### src/common/lcd_pkg.sv
package lcd_pkg;

	typedef logic [7:0] lcd_byte_t;
	typedef logic [6:0] lcd_cfg_t;	// {lines, font, display, cursor, blink, inc, shift}
	typedef logic [3:0] lcd_fill_t;

	typedef struct packed {
		logic      rs;
		logic      rw;
		lcd_byte_t data;
	} lcd_cmd_t;

	typedef struct packed {
		logic      e;
		logic      rs;
		logic      rw;
		lcd_byte_t data;
	} lcd_pins_t;

	typedef enum logic [1:0] {
		SEQ_POWER_WAIT,
		SEQ_SETUP_ISSUE,
		SEQ_SETUP_WAIT,
		SEQ_RUN
	} seq_state_t;

	// all times in clock cycles
	localparam int T_POWER_UP   = 500;
	localparam int T_E_LOW_PRE  = 1;
	localparam int T_E_HIGH     = 13;
	localparam int T_E_LOW_POST = 13;
	localparam int T_SLOT       = 50;
	localparam int T_SLOT_LONG  = 200;
	localparam int T_E_CYCLE    = T_E_LOW_PRE + T_E_HIGH + T_E_LOW_POST;
	localparam int T_SLOT_SHORT = (T_SLOT > T_E_CYCLE) ? T_SLOT : T_E_CYCLE;

	localparam int CMD_FIFO_DEPTH = 8;
	localparam int CMD_PTR_W      = $clog2(CMD_FIFO_DEPTH);
	localparam int PWR_CNT_W      = $clog2(T_POWER_UP);
	localparam int SLOT_CNT_W     = $clog2(T_SLOT_LONG);

	typedef logic [CMD_PTR_W-1:0]  cmd_ptr_t;
	typedef logic [PWR_CNT_W-1:0]  pwr_cnt_t;
	typedef logic [SLOT_CNT_W-1:0] slot_cnt_t;

	// setup opcodes, option bits or'd in by the sequencer
	localparam lcd_byte_t LCD_FUNC_SET   = 8'h30;
	localparam lcd_byte_t LCD_DISP_CTRL  = 8'h08;
	localparam lcd_byte_t LCD_CLEAR      = 8'h01;
	localparam lcd_byte_t LCD_ENTRY_MODE = 8'h04;

endpackage

### src/common/apb_pkg.sv
package apb_pkg;

	typedef logic [7:0]  apb_addr_t;
	typedef logic [31:0] apb_data_t;

	typedef struct packed {
		logic      psel;
		logic      penable;
		logic      pwrite;
		apb_addr_t paddr;
		apb_data_t pwdata;
	} apb_req_t;

	typedef struct packed {
		apb_data_t prdata;
		logic      pready;
		logic      pslverr;
	} apb_rsp_t;

	localparam apb_addr_t REG_CTRL   = 8'h00;
	localparam apb_addr_t REG_STATUS = 8'h04;
	localparam apb_addr_t REG_CMD    = 8'h08;

	localparam int CTRL_START_BIT = 8;	// start flag in CTRL

endpackage

### src/lcd_apb_regs.sv
`timescale 1ns/1ps

module lcd_apb_regs
	import lcd_pkg::*;
	import apb_pkg::*;
(
	input  logic      clk,
	input  logic      reset,
	input  apb_req_t  apb_req,
	output apb_rsp_t  apb_rsp,
	output lcd_cfg_t  cfg,
	output logic      start,
	input  logic      init_done,
	input  logic      busy,
	input  lcd_fill_t fill,
	output lcd_cmd_t  push_cmd,
	output logic      push_valid,
	input  logic      push_ready
);

	logic      access;
	logic      hit;
	logic      wr_ctrl;
	logic      wr_cmd;
	lcd_cfg_t  cfg_q;
	logic      start_q;
	apb_data_t ctrl_word;
	apb_data_t status_word;

	assign access = apb_req.psel & apb_req.penable;	// access phase only
	assign hit = (apb_req.paddr == REG_CTRL) ||
		(apb_req.paddr == REG_STATUS) ||
		(apb_req.paddr == REG_CMD);

	assign wr_ctrl = access & apb_req.pwrite & (apb_req.paddr == REG_CTRL);
	assign wr_cmd  = access & apb_req.pwrite & (apb_req.paddr == REG_CMD);

	// master holds the access phase, so valid stays up until the push
	assign push_valid = wr_cmd;
	assign push_cmd   = lcd_cmd_t'(apb_req.pwdata[$bits(lcd_cmd_t)-1:0]);

	always_ff @(posedge clk) begin
		if (reset) begin
			cfg_q   <= '0;
			start_q <= 1'b0;
		end else begin
			start_q <= wr_ctrl & apb_req.pwdata[CTRL_START_BIT];	// single cycle
			if (wr_ctrl) begin
				cfg_q <= apb_req.pwdata[$bits(lcd_cfg_t)-1:0];
			end
		end
	end

	assign cfg   = cfg_q;
	assign start = start_q;

	// start is self clearing and reads back as 0
	assign ctrl_word   = {25'd0, cfg_q};
	assign status_word = {24'd0, fill, 2'b00, init_done, busy};

	always_comb begin
		apb_rsp        = '0;
		apb_rsp.pready = 1'b1;	// idle and single cycle accesses
		if (access) begin
			if (!hit) begin
				apb_rsp.pslverr = 1'b1;	// unmapped, no side effect
			end else if (wr_cmd) begin
				apb_rsp.pready = push_ready;	// stretch while fifo full
			end
			if (!apb_req.pwrite) begin
				case (apb_req.paddr)
					REG_CTRL:   apb_rsp.prdata = ctrl_word;
					REG_STATUS: apb_rsp.prdata = status_word;
					default:    apb_rsp.prdata = '0;
				endcase
			end
		end
	end

endmodule

### src/lcd_cmd_fifo.sv
`timescale 1ns/1ps

module lcd_cmd_fifo
	import lcd_pkg::*;
(
	input  logic      clk,
	input  logic      reset,
	input  lcd_cmd_t  push_cmd,
	input  logic      push_valid,
	output logic      push_ready,
	output lcd_cmd_t  q_cmd,
	output logic      q_valid,
	input  logic      q_ready,
	output lcd_fill_t fill
);

	lcd_cmd_t  mem [CMD_FIFO_DEPTH];
	cmd_ptr_t  wr_ptr;
	cmd_ptr_t  rd_ptr;
	lcd_fill_t count;
	logic      do_push;
	logic      do_pop;

	assign push_ready = (count != lcd_fill_t'(CMD_FIFO_DEPTH));
	assign q_valid    = (count != '0);
	assign do_push    = push_valid & push_ready;
	assign do_pop     = q_valid & q_ready;

	assign q_cmd = mem[rd_ptr];	// head visible the cycle after push
	assign fill  = count;

	always_ff @(posedge clk) begin
		if (do_push) begin
			mem[wr_ptr] <= push_cmd;
		end
	end

	// pointers wrap on their own, depth is a power of two
	always_ff @(posedge clk) begin
		if (reset) begin
			wr_ptr <= '0;
			rd_ptr <= '0;
			count  <= '0;
		end else begin
			if (do_push) begin
				wr_ptr <= wr_ptr + 1'b1;
			end
			if (do_pop) begin
				rd_ptr <= rd_ptr + 1'b1;
			end
			case ({do_push, do_pop})
				2'b10:   count <= count + 1'b1;
				2'b01:   count <= count - 1'b1;
				default: count <= count;	// none or both
			endcase
		end
	end

endmodule

### src/lcd_ctrl/lcd_init_seq.sv
`timescale 1ns/1ps

module lcd_init_seq
	import lcd_pkg::*;
(
	input  logic     clk,
	input  logic     reset,
	input  lcd_cfg_t cfg,
	input  logic     start,
	input  lcd_cmd_t q_cmd,
	input  logic     q_valid,
	output logic     q_ready,
	output lcd_cmd_t issue_cmd,
	output logic     issue_valid,
	input  logic     issue_ready,
	output logic     init_done
);

	seq_state_t state;
	pwr_cnt_t   pwr_cnt;
	logic       pwr_armed;
	logic [1:0] step;
	lcd_cmd_t   setup_cmd;

	// cfg = {lines, font, display, cursor, blink, inc, shift}
	function automatic lcd_byte_t setup_byte(input lcd_cfg_t c, input logic [1:0] idx);
		case (idx)
			2'd0:    setup_byte = LCD_FUNC_SET | {4'b0000, c[6], c[5], 2'b00};
			2'd1:    setup_byte = LCD_DISP_CTRL | {5'b00000, c[4:2]};
			2'd2:    setup_byte = LCD_CLEAR;
			default: setup_byte = LCD_ENTRY_MODE | {6'b000000, c[1:0]};
		endcase
	endfunction

	assign setup_cmd = '{rs: 1'b0, rw: 1'b0, data: setup_byte(cfg, step)};

	always_ff @(posedge clk) begin
		if (reset) begin
			state     <= SEQ_POWER_WAIT;
			pwr_cnt   <= '0;
			pwr_armed <= 1'b0;
			step      <= '0;
		end else begin
			case (state)
				SEQ_POWER_WAIT: begin
					if (start) begin
						pwr_armed <= 1'b1;	// count only once started
					end
					if (pwr_armed) begin
						if (pwr_cnt == pwr_cnt_t'(T_POWER_UP - 1)) begin
							state <= SEQ_SETUP_ISSUE;
							step  <= '0;
						end else begin
							pwr_cnt <= pwr_cnt + 1'b1;
						end
					end
				end
				SEQ_SETUP_ISSUE: begin
					if (issue_ready) begin
						step  <= step + 1'b1;
						state <= (step == 2'd3) ? SEQ_RUN : SEQ_SETUP_WAIT;
					end
				end
				SEQ_SETUP_WAIT: begin
					if (issue_ready) begin	// timer back to idle
						state <= SEQ_SETUP_ISSUE;
					end
				end
				default: state <= SEQ_RUN;	// stays here until reset
			endcase
		end
	end

	always_comb begin
		issue_cmd   = setup_cmd;
		issue_valid = 1'b0;
		q_ready     = 1'b0;
		case (state)
			SEQ_SETUP_ISSUE: issue_valid = 1'b1;
			SEQ_RUN: begin
				issue_cmd   = q_cmd;	// user commands pass unchanged
				issue_valid = q_valid;
				q_ready     = issue_ready;
			end
			default: issue_valid = 1'b0;
		endcase
	end

	assign init_done = (state == SEQ_RUN);

endmodule

### src/lcd_ctrl/lcd_bus_timer.sv
`timescale 1ns/1ps

module lcd_bus_timer
	import lcd_pkg::*;
(
	input  logic      clk,
	input  logic      reset,
	input  lcd_cmd_t  issue_cmd,
	input  logic      issue_valid,
	output logic      issue_ready,
	output lcd_pins_t pins,
	output logic      busy
);

	lcd_cmd_t  cmd_q;
	slot_cnt_t cnt;
	logic      active;
	logic      long_q;
	logic      is_long;
	logic      accept;
	logic      slot_end;
	logic      e_on;

	// clear and return home need the long slot
	assign is_long = ~issue_cmd.rs &&
		(issue_cmd.data[7:2] == 6'd0) &&
		(issue_cmd.data[1:0] != 2'b00);

	assign issue_ready = ~active;
	assign accept      = issue_valid & ~active;

	assign slot_end = long_q ? (cnt == slot_cnt_t'(T_SLOT_LONG - 1))
		: (cnt == slot_cnt_t'(T_SLOT_SHORT - 1));

	always_ff @(posedge clk) begin
		if (reset) begin
			active <= 1'b0;
			cnt    <= '0;
			long_q <= 1'b0;
		end else if (accept) begin
			active <= 1'b1;
			cnt    <= '0;
			long_q <= is_long;
		end else if (active) begin
			if (slot_end) begin
				active <= 1'b0;
			end else begin
				cnt <= cnt + 1'b1;
			end
		end
	end

	always_ff @(posedge clk) begin
		if (accept) begin
			cmd_q <= issue_cmd;
		end
	end

	// low pre, high window, then low to slot end
	assign e_on = active &&
		(cnt >= slot_cnt_t'(T_E_LOW_PRE)) &&
		(cnt < slot_cnt_t'(T_E_LOW_PRE + T_E_HIGH));

	always_comb begin
		pins = '0;	// bus quiet between slots
		if (active) begin
			pins.e    = e_on;
			pins.rs   = cmd_q.rs;
			pins.rw   = cmd_q.rw;
			pins.data = cmd_q.data;
		end
	end

	assign busy = active;

endmodule

### src/lcd_top.sv
`timescale 1ns/1ps

module lcd_top
	import lcd_pkg::*;
	import apb_pkg::*;
(
	input  logic      clk,
	input  logic      reset,
	input  apb_req_t  apb_req,
	output apb_rsp_t  apb_rsp,
	output lcd_pins_t lcd_pins
);

	lcd_cfg_t  cfg;
	logic      start;
	logic      init_done;
	logic      busy;
	lcd_fill_t fill;

	lcd_cmd_t  push_cmd;
	logic      push_valid;
	logic      push_ready;
	lcd_cmd_t  q_cmd;
	logic      q_valid;
	logic      q_ready;
	lcd_cmd_t  issue_cmd;
	logic      issue_valid;
	logic      issue_ready;

	lcd_apb_regs u_regs (
		.clk        (clk),
		.reset      (reset),
		.apb_req    (apb_req),
		.apb_rsp    (apb_rsp),
		.cfg        (cfg),
		.start      (start),
		.init_done  (init_done),
		.busy       (busy),
		.fill       (fill),
		.push_cmd   (push_cmd),
		.push_valid (push_valid),
		.push_ready (push_ready)
	);

	lcd_cmd_fifo u_fifo (
		.clk        (clk),
		.reset      (reset),
		.push_cmd   (push_cmd),
		.push_valid (push_valid),
		.push_ready (push_ready),
		.q_cmd      (q_cmd),
		.q_valid    (q_valid),
		.q_ready    (q_ready),
		.fill       (fill)
	);

	lcd_init_seq u_seq (
		.clk         (clk),
		.reset       (reset),
		.cfg         (cfg),
		.start       (start),
		.q_cmd       (q_cmd),
		.q_valid     (q_valid),
		.q_ready     (q_ready),
		.issue_cmd   (issue_cmd),
		.issue_valid (issue_valid),
		.issue_ready (issue_ready),
		.init_done   (init_done)
	);

	lcd_bus_timer u_timer (
		.clk         (clk),
		.reset       (reset),
		.issue_cmd   (issue_cmd),
		.issue_valid (issue_valid),
		.issue_ready (issue_ready),
		.pins        (lcd_pins),
		.busy        (busy)
	);

endmodule

### config.mk
export PLATFORM = sky130hd
export DESIGN_NAME = lcd_top
export DESIGN_NICKNAME = d
export VERILOG_FILES = /design/src/common/lcd_pkg.sv /design/src/common/apb_pkg.sv /design/src/lcd_apb_regs.sv /design/src/lcd_cmd_fifo.sv /design/src/lcd_ctrl/lcd_init_seq.sv /design/src/lcd_ctrl/lcd_bus_timer.sv /design/src/lcd_top.sv
export SDC_FILE = /design/constraint.sdc
export NUM_CORES = 1
export LEC_CHECK = 0
export ABC_AREA = 0
export BUFFER_PORTS_ARGS = -buffer_cell sky130_fd_sc_hd__buf_2
export CAP_MARGIN = 20
export CORE_MARGIN = 2
export CORE_UTILIZATION = 30
export CTS_BUF_LIST = sky130_fd_sc_hd__clkbuf_4 sky130_fd_sc_hd__clkbuf_8 sky130_fd_sc_hd__clkbuf_16
export CTS_CLUSTER_DIAMETER = 60
export DETAILED_ROUTE_END_ITERATION = 12
export PLACE_DENSITY = 0.54
export SKIP_CTS_REPAIR_TIMING = 1
export SLEW_MARGIN = 0
export SYNTH_ARGS = -nofsm -noshare
export SYNTH_HDL_FRONTEND = slang
export SYNTH_SLANG_ARGS = --single-unit
### constraint.sdc
create_clock -name clk -period 3.85 [get_ports clk]
set_input_delay 0.5775 -clock clk [delete_from_list [all_inputs] [get_ports clk]]
set_output_delay 0.5775 -clock clk [all_outputs]
set_load 0.01 [all_outputs]
==> flow_metrics.tcl <==
set metrics [dict create \
    ant_nets 0 \
    power.density_nw_per_um2 457 \
    netlist_area_sq_um 6050 \
    synth_edf_count 90 \
    clock_path_buffers 2 \
    cts_sinks 135 \
    layout_commonest_cell "edfxtp_1" \
    fp.dieArea_sq_um 21300 \
    syn-instance-count 489 \
    setup.worst_path.class "input pin to output port" \
    rsz0062_at_grt "no" \
    final-setup-viol-count 0 \
    antenna_found_initial 0 \
    via_count 3792 \
    synthDistinctLibCells 52 \
    synth_fa_ha_area_frac 0.0310 \
    leakage_nw 2.55 \
    rows 51 \
    max_cap_violations 0 \
    min_path_type "input pin to flop" \
    r2r_start "u_seq.state[1]" \
    synthMuxAreaShare 0.102 \
    crit_arrival_ps 2440 \
    start_kind "input pin" \
    routed_wl_um 12300 \
    yosysWarnings 0 \
    fin_worst_skew_ps 6.09 \
    via_per_inst 4.62 \
    n_antenna_cell 0 \
    numCtsBuffers 17 \
    grt_pass1_wl_um 19800 \
    grt-ovfl-total 0 \
    hold_path.startpoint "apb_req[9]" \
    initialDrtViolationCount 324 \
    critPathRequiredTime_ps 3270 \
    numPortBuffers 43 \
    irDropWorstVdd_mv 0.337 \
    grtUsageTotal 0.121 \
    core_sq_um 19600 \
    die_y_um 146 \
    async_flop_share 0 \
    period_needed_ps 3020 \
    startpoint "apb_req[33]" \
    synthXorXnorAreaFrac 0.0275 \
    syn_avg_cell_area_sq_um 12.4 \
    slew_viol_final 0 \
    drc 0 \
    die_w_um 146 \
    dp_hpwl_um 8480 \
    timing.final.hold_violations 0 \
    gp_congestion 0.787 \
    synth_compound_area_frac 0.0559 \
    clockRootBuffer "clkbuf_16" \
    h-tree-depth 4 \
    seq_area_frac_synth 0.596 \
    fmax_mhz 331 \
    first_pass_iters 4 \
    tritoncts "done" \
    grt_max_degree 38 \
    worst_slew_pin_slew_ps 797 \
    nNetsFinal 603 \
    clk_pin_slew_ps 60 \
    layout-drive-gt1-share 0.171 \
    most-common-layout-cells "edfxtp_1 (90), nor2_1 (59), dfxtp_1 (45)" \
    clkLatencyLatePin_ps 420 \
    post_dp_cell_area_sq_um 6480 \
    areaGrowthSynthToFinish_pct 17.2 \
    grt_pass1_vias 3742 \
    synth_top_family_by_area "simple AND/OR/NAND/NOR gates" \
    finalCritPeriodShare 0.785 \
    crit_fanout 6 \
    ys_ff_latch 135 \
    wl_per_cell_um 15.0 \
    start_util 0.309 \
    status "finished clean" \
    yosys.area_share.simple 0.134 \
    synth-main-ff-cell "edfxtp_1" \
    total_power_w 0.00324 \
    io_pins 90 \
    fin_setup_tns_ps 0 \
    crit_path_end_kind "output port" \
    fin_area_sq_um 7080 \
    max_slew_margin 0.468 \
]
worst paths after layout:
check	to	slack (ps)	cells after the start
max	apb_rsp[8]	830	7
min	u_fifo.mem[5][9]	460	1
max reg2reg	u_fifo.fill[2]	1060	10
min reg2reg	u_seq.pwr_armed	490	2
report_power, final:
| part | switching (W) | internal (W) |
|---|---|---|
| logic | 0.0000377 | 0.0000113 |
| registers | 0.0000000690 | 0.00154 |
| clock network | 0.000564 | 0.00108 |
flip-flops by register name (all words and copies together) (netlist names), named ones only:
| name | cells |
|---|---|
| u_fifo.fill | 4 |
| u_fifo.mem | 80 |
| u_fifo.rd_ptr | 3 |
| u_fifo.wr_ptr | 3 |
| u_regs.cfg | 7 |
| u_regs.start | 1 |
| u_seq.pwr_armed | 1 |
| u_seq.pwr_cnt | 9 |
| u_seq.state | 2 |
| u_seq.step | 2 |
| u_timer.busy | 1 |
| u_timer.cmd_q | 10 |
| u_timer.cnt | 8 |
| u_timer.long_q | 1 |
synth_stat cells, drive strengths merged, types with 6 or more instances:
| cell | instances | area, sq um |
|---|---|---|
| nand2 | 33 | 126 |
| o21ai | 17 | 85.1 |
| a21oi | 17 | 85.1 |
| nor2 | 59 | 221 |
| or3 | 6 | 37.5 |
| nand3 | 14 | 70.1 |
| inv | 7 | 26.3 |
| mux4 | 11 | 259 |
| ha | 15 | 188 |
| nor3 | 7 | 40.0 |
| dfxtp | 45 | 901 |
| and3 | 9 | 56.3 |
| clkbuf | 10 | 37.5 |
| a22oi | 8 | 60.1 |
| mux2i | 36 | 360 |
| and2 | 12 | 75.1 |
| edfxtp | 90 | 2700 |
| xor2 | 14 | 123 |
| buf | 34 | 255 |
metrics by stage:
stage	hold WS [ps]	instances	util	worst slack, ps
global placement	458	789	0.331	722
finish	456	820	0.362	828
CTS	436	820	0.362	829
detailed placement	477	789	0.331	628
floorplan	433	512	-	968
global route	445	820	0.362	596
logic make-up (layout without fill, tap and decap cells):
| logic type | Yosys count | count (layout) |
|---|---|---|
| AO/OA/AOI/OAI | 55 | 55 |
| XOR/XNOR | 19 | 19 |
| adder cells (fa/ha/maj) | 15 | 15 |
| buffers and inverters | 51 | 94 |
| flip-flops | 135 | 135 |
| multiplexers | 47 | 47 |
| other | 1 | 24 |
| AND/OR/NAND/NOR | 166 | 166 |
critical path: stages:
cell	delay (ps)
buf_2	100
nor4_1	430
nand2_1	150
nor3b_1	660
a22oi_1	200
nor2_1	170
buf_2	160
layout make-up:
cell class                 count  area, sq um
clock inverter                12          159
timing repair buffer          56          313
tap                          265          332
sequential                   135         3600
inverter                       7         26.3
multi-input combinational    326         2210
clock buffer                  19          440
fill                        1921        12500
routing by layer:
metal	vias up	global-route usage	wire [um]
met2	92	0.187	5590
met5	-	0	0
met3	18	0.0342	514
met1	1840	0.157	5900
li1	1842	-	-
met4	0	0.0568	302
No activity file was read; power rests on OpenSTA's default activity.
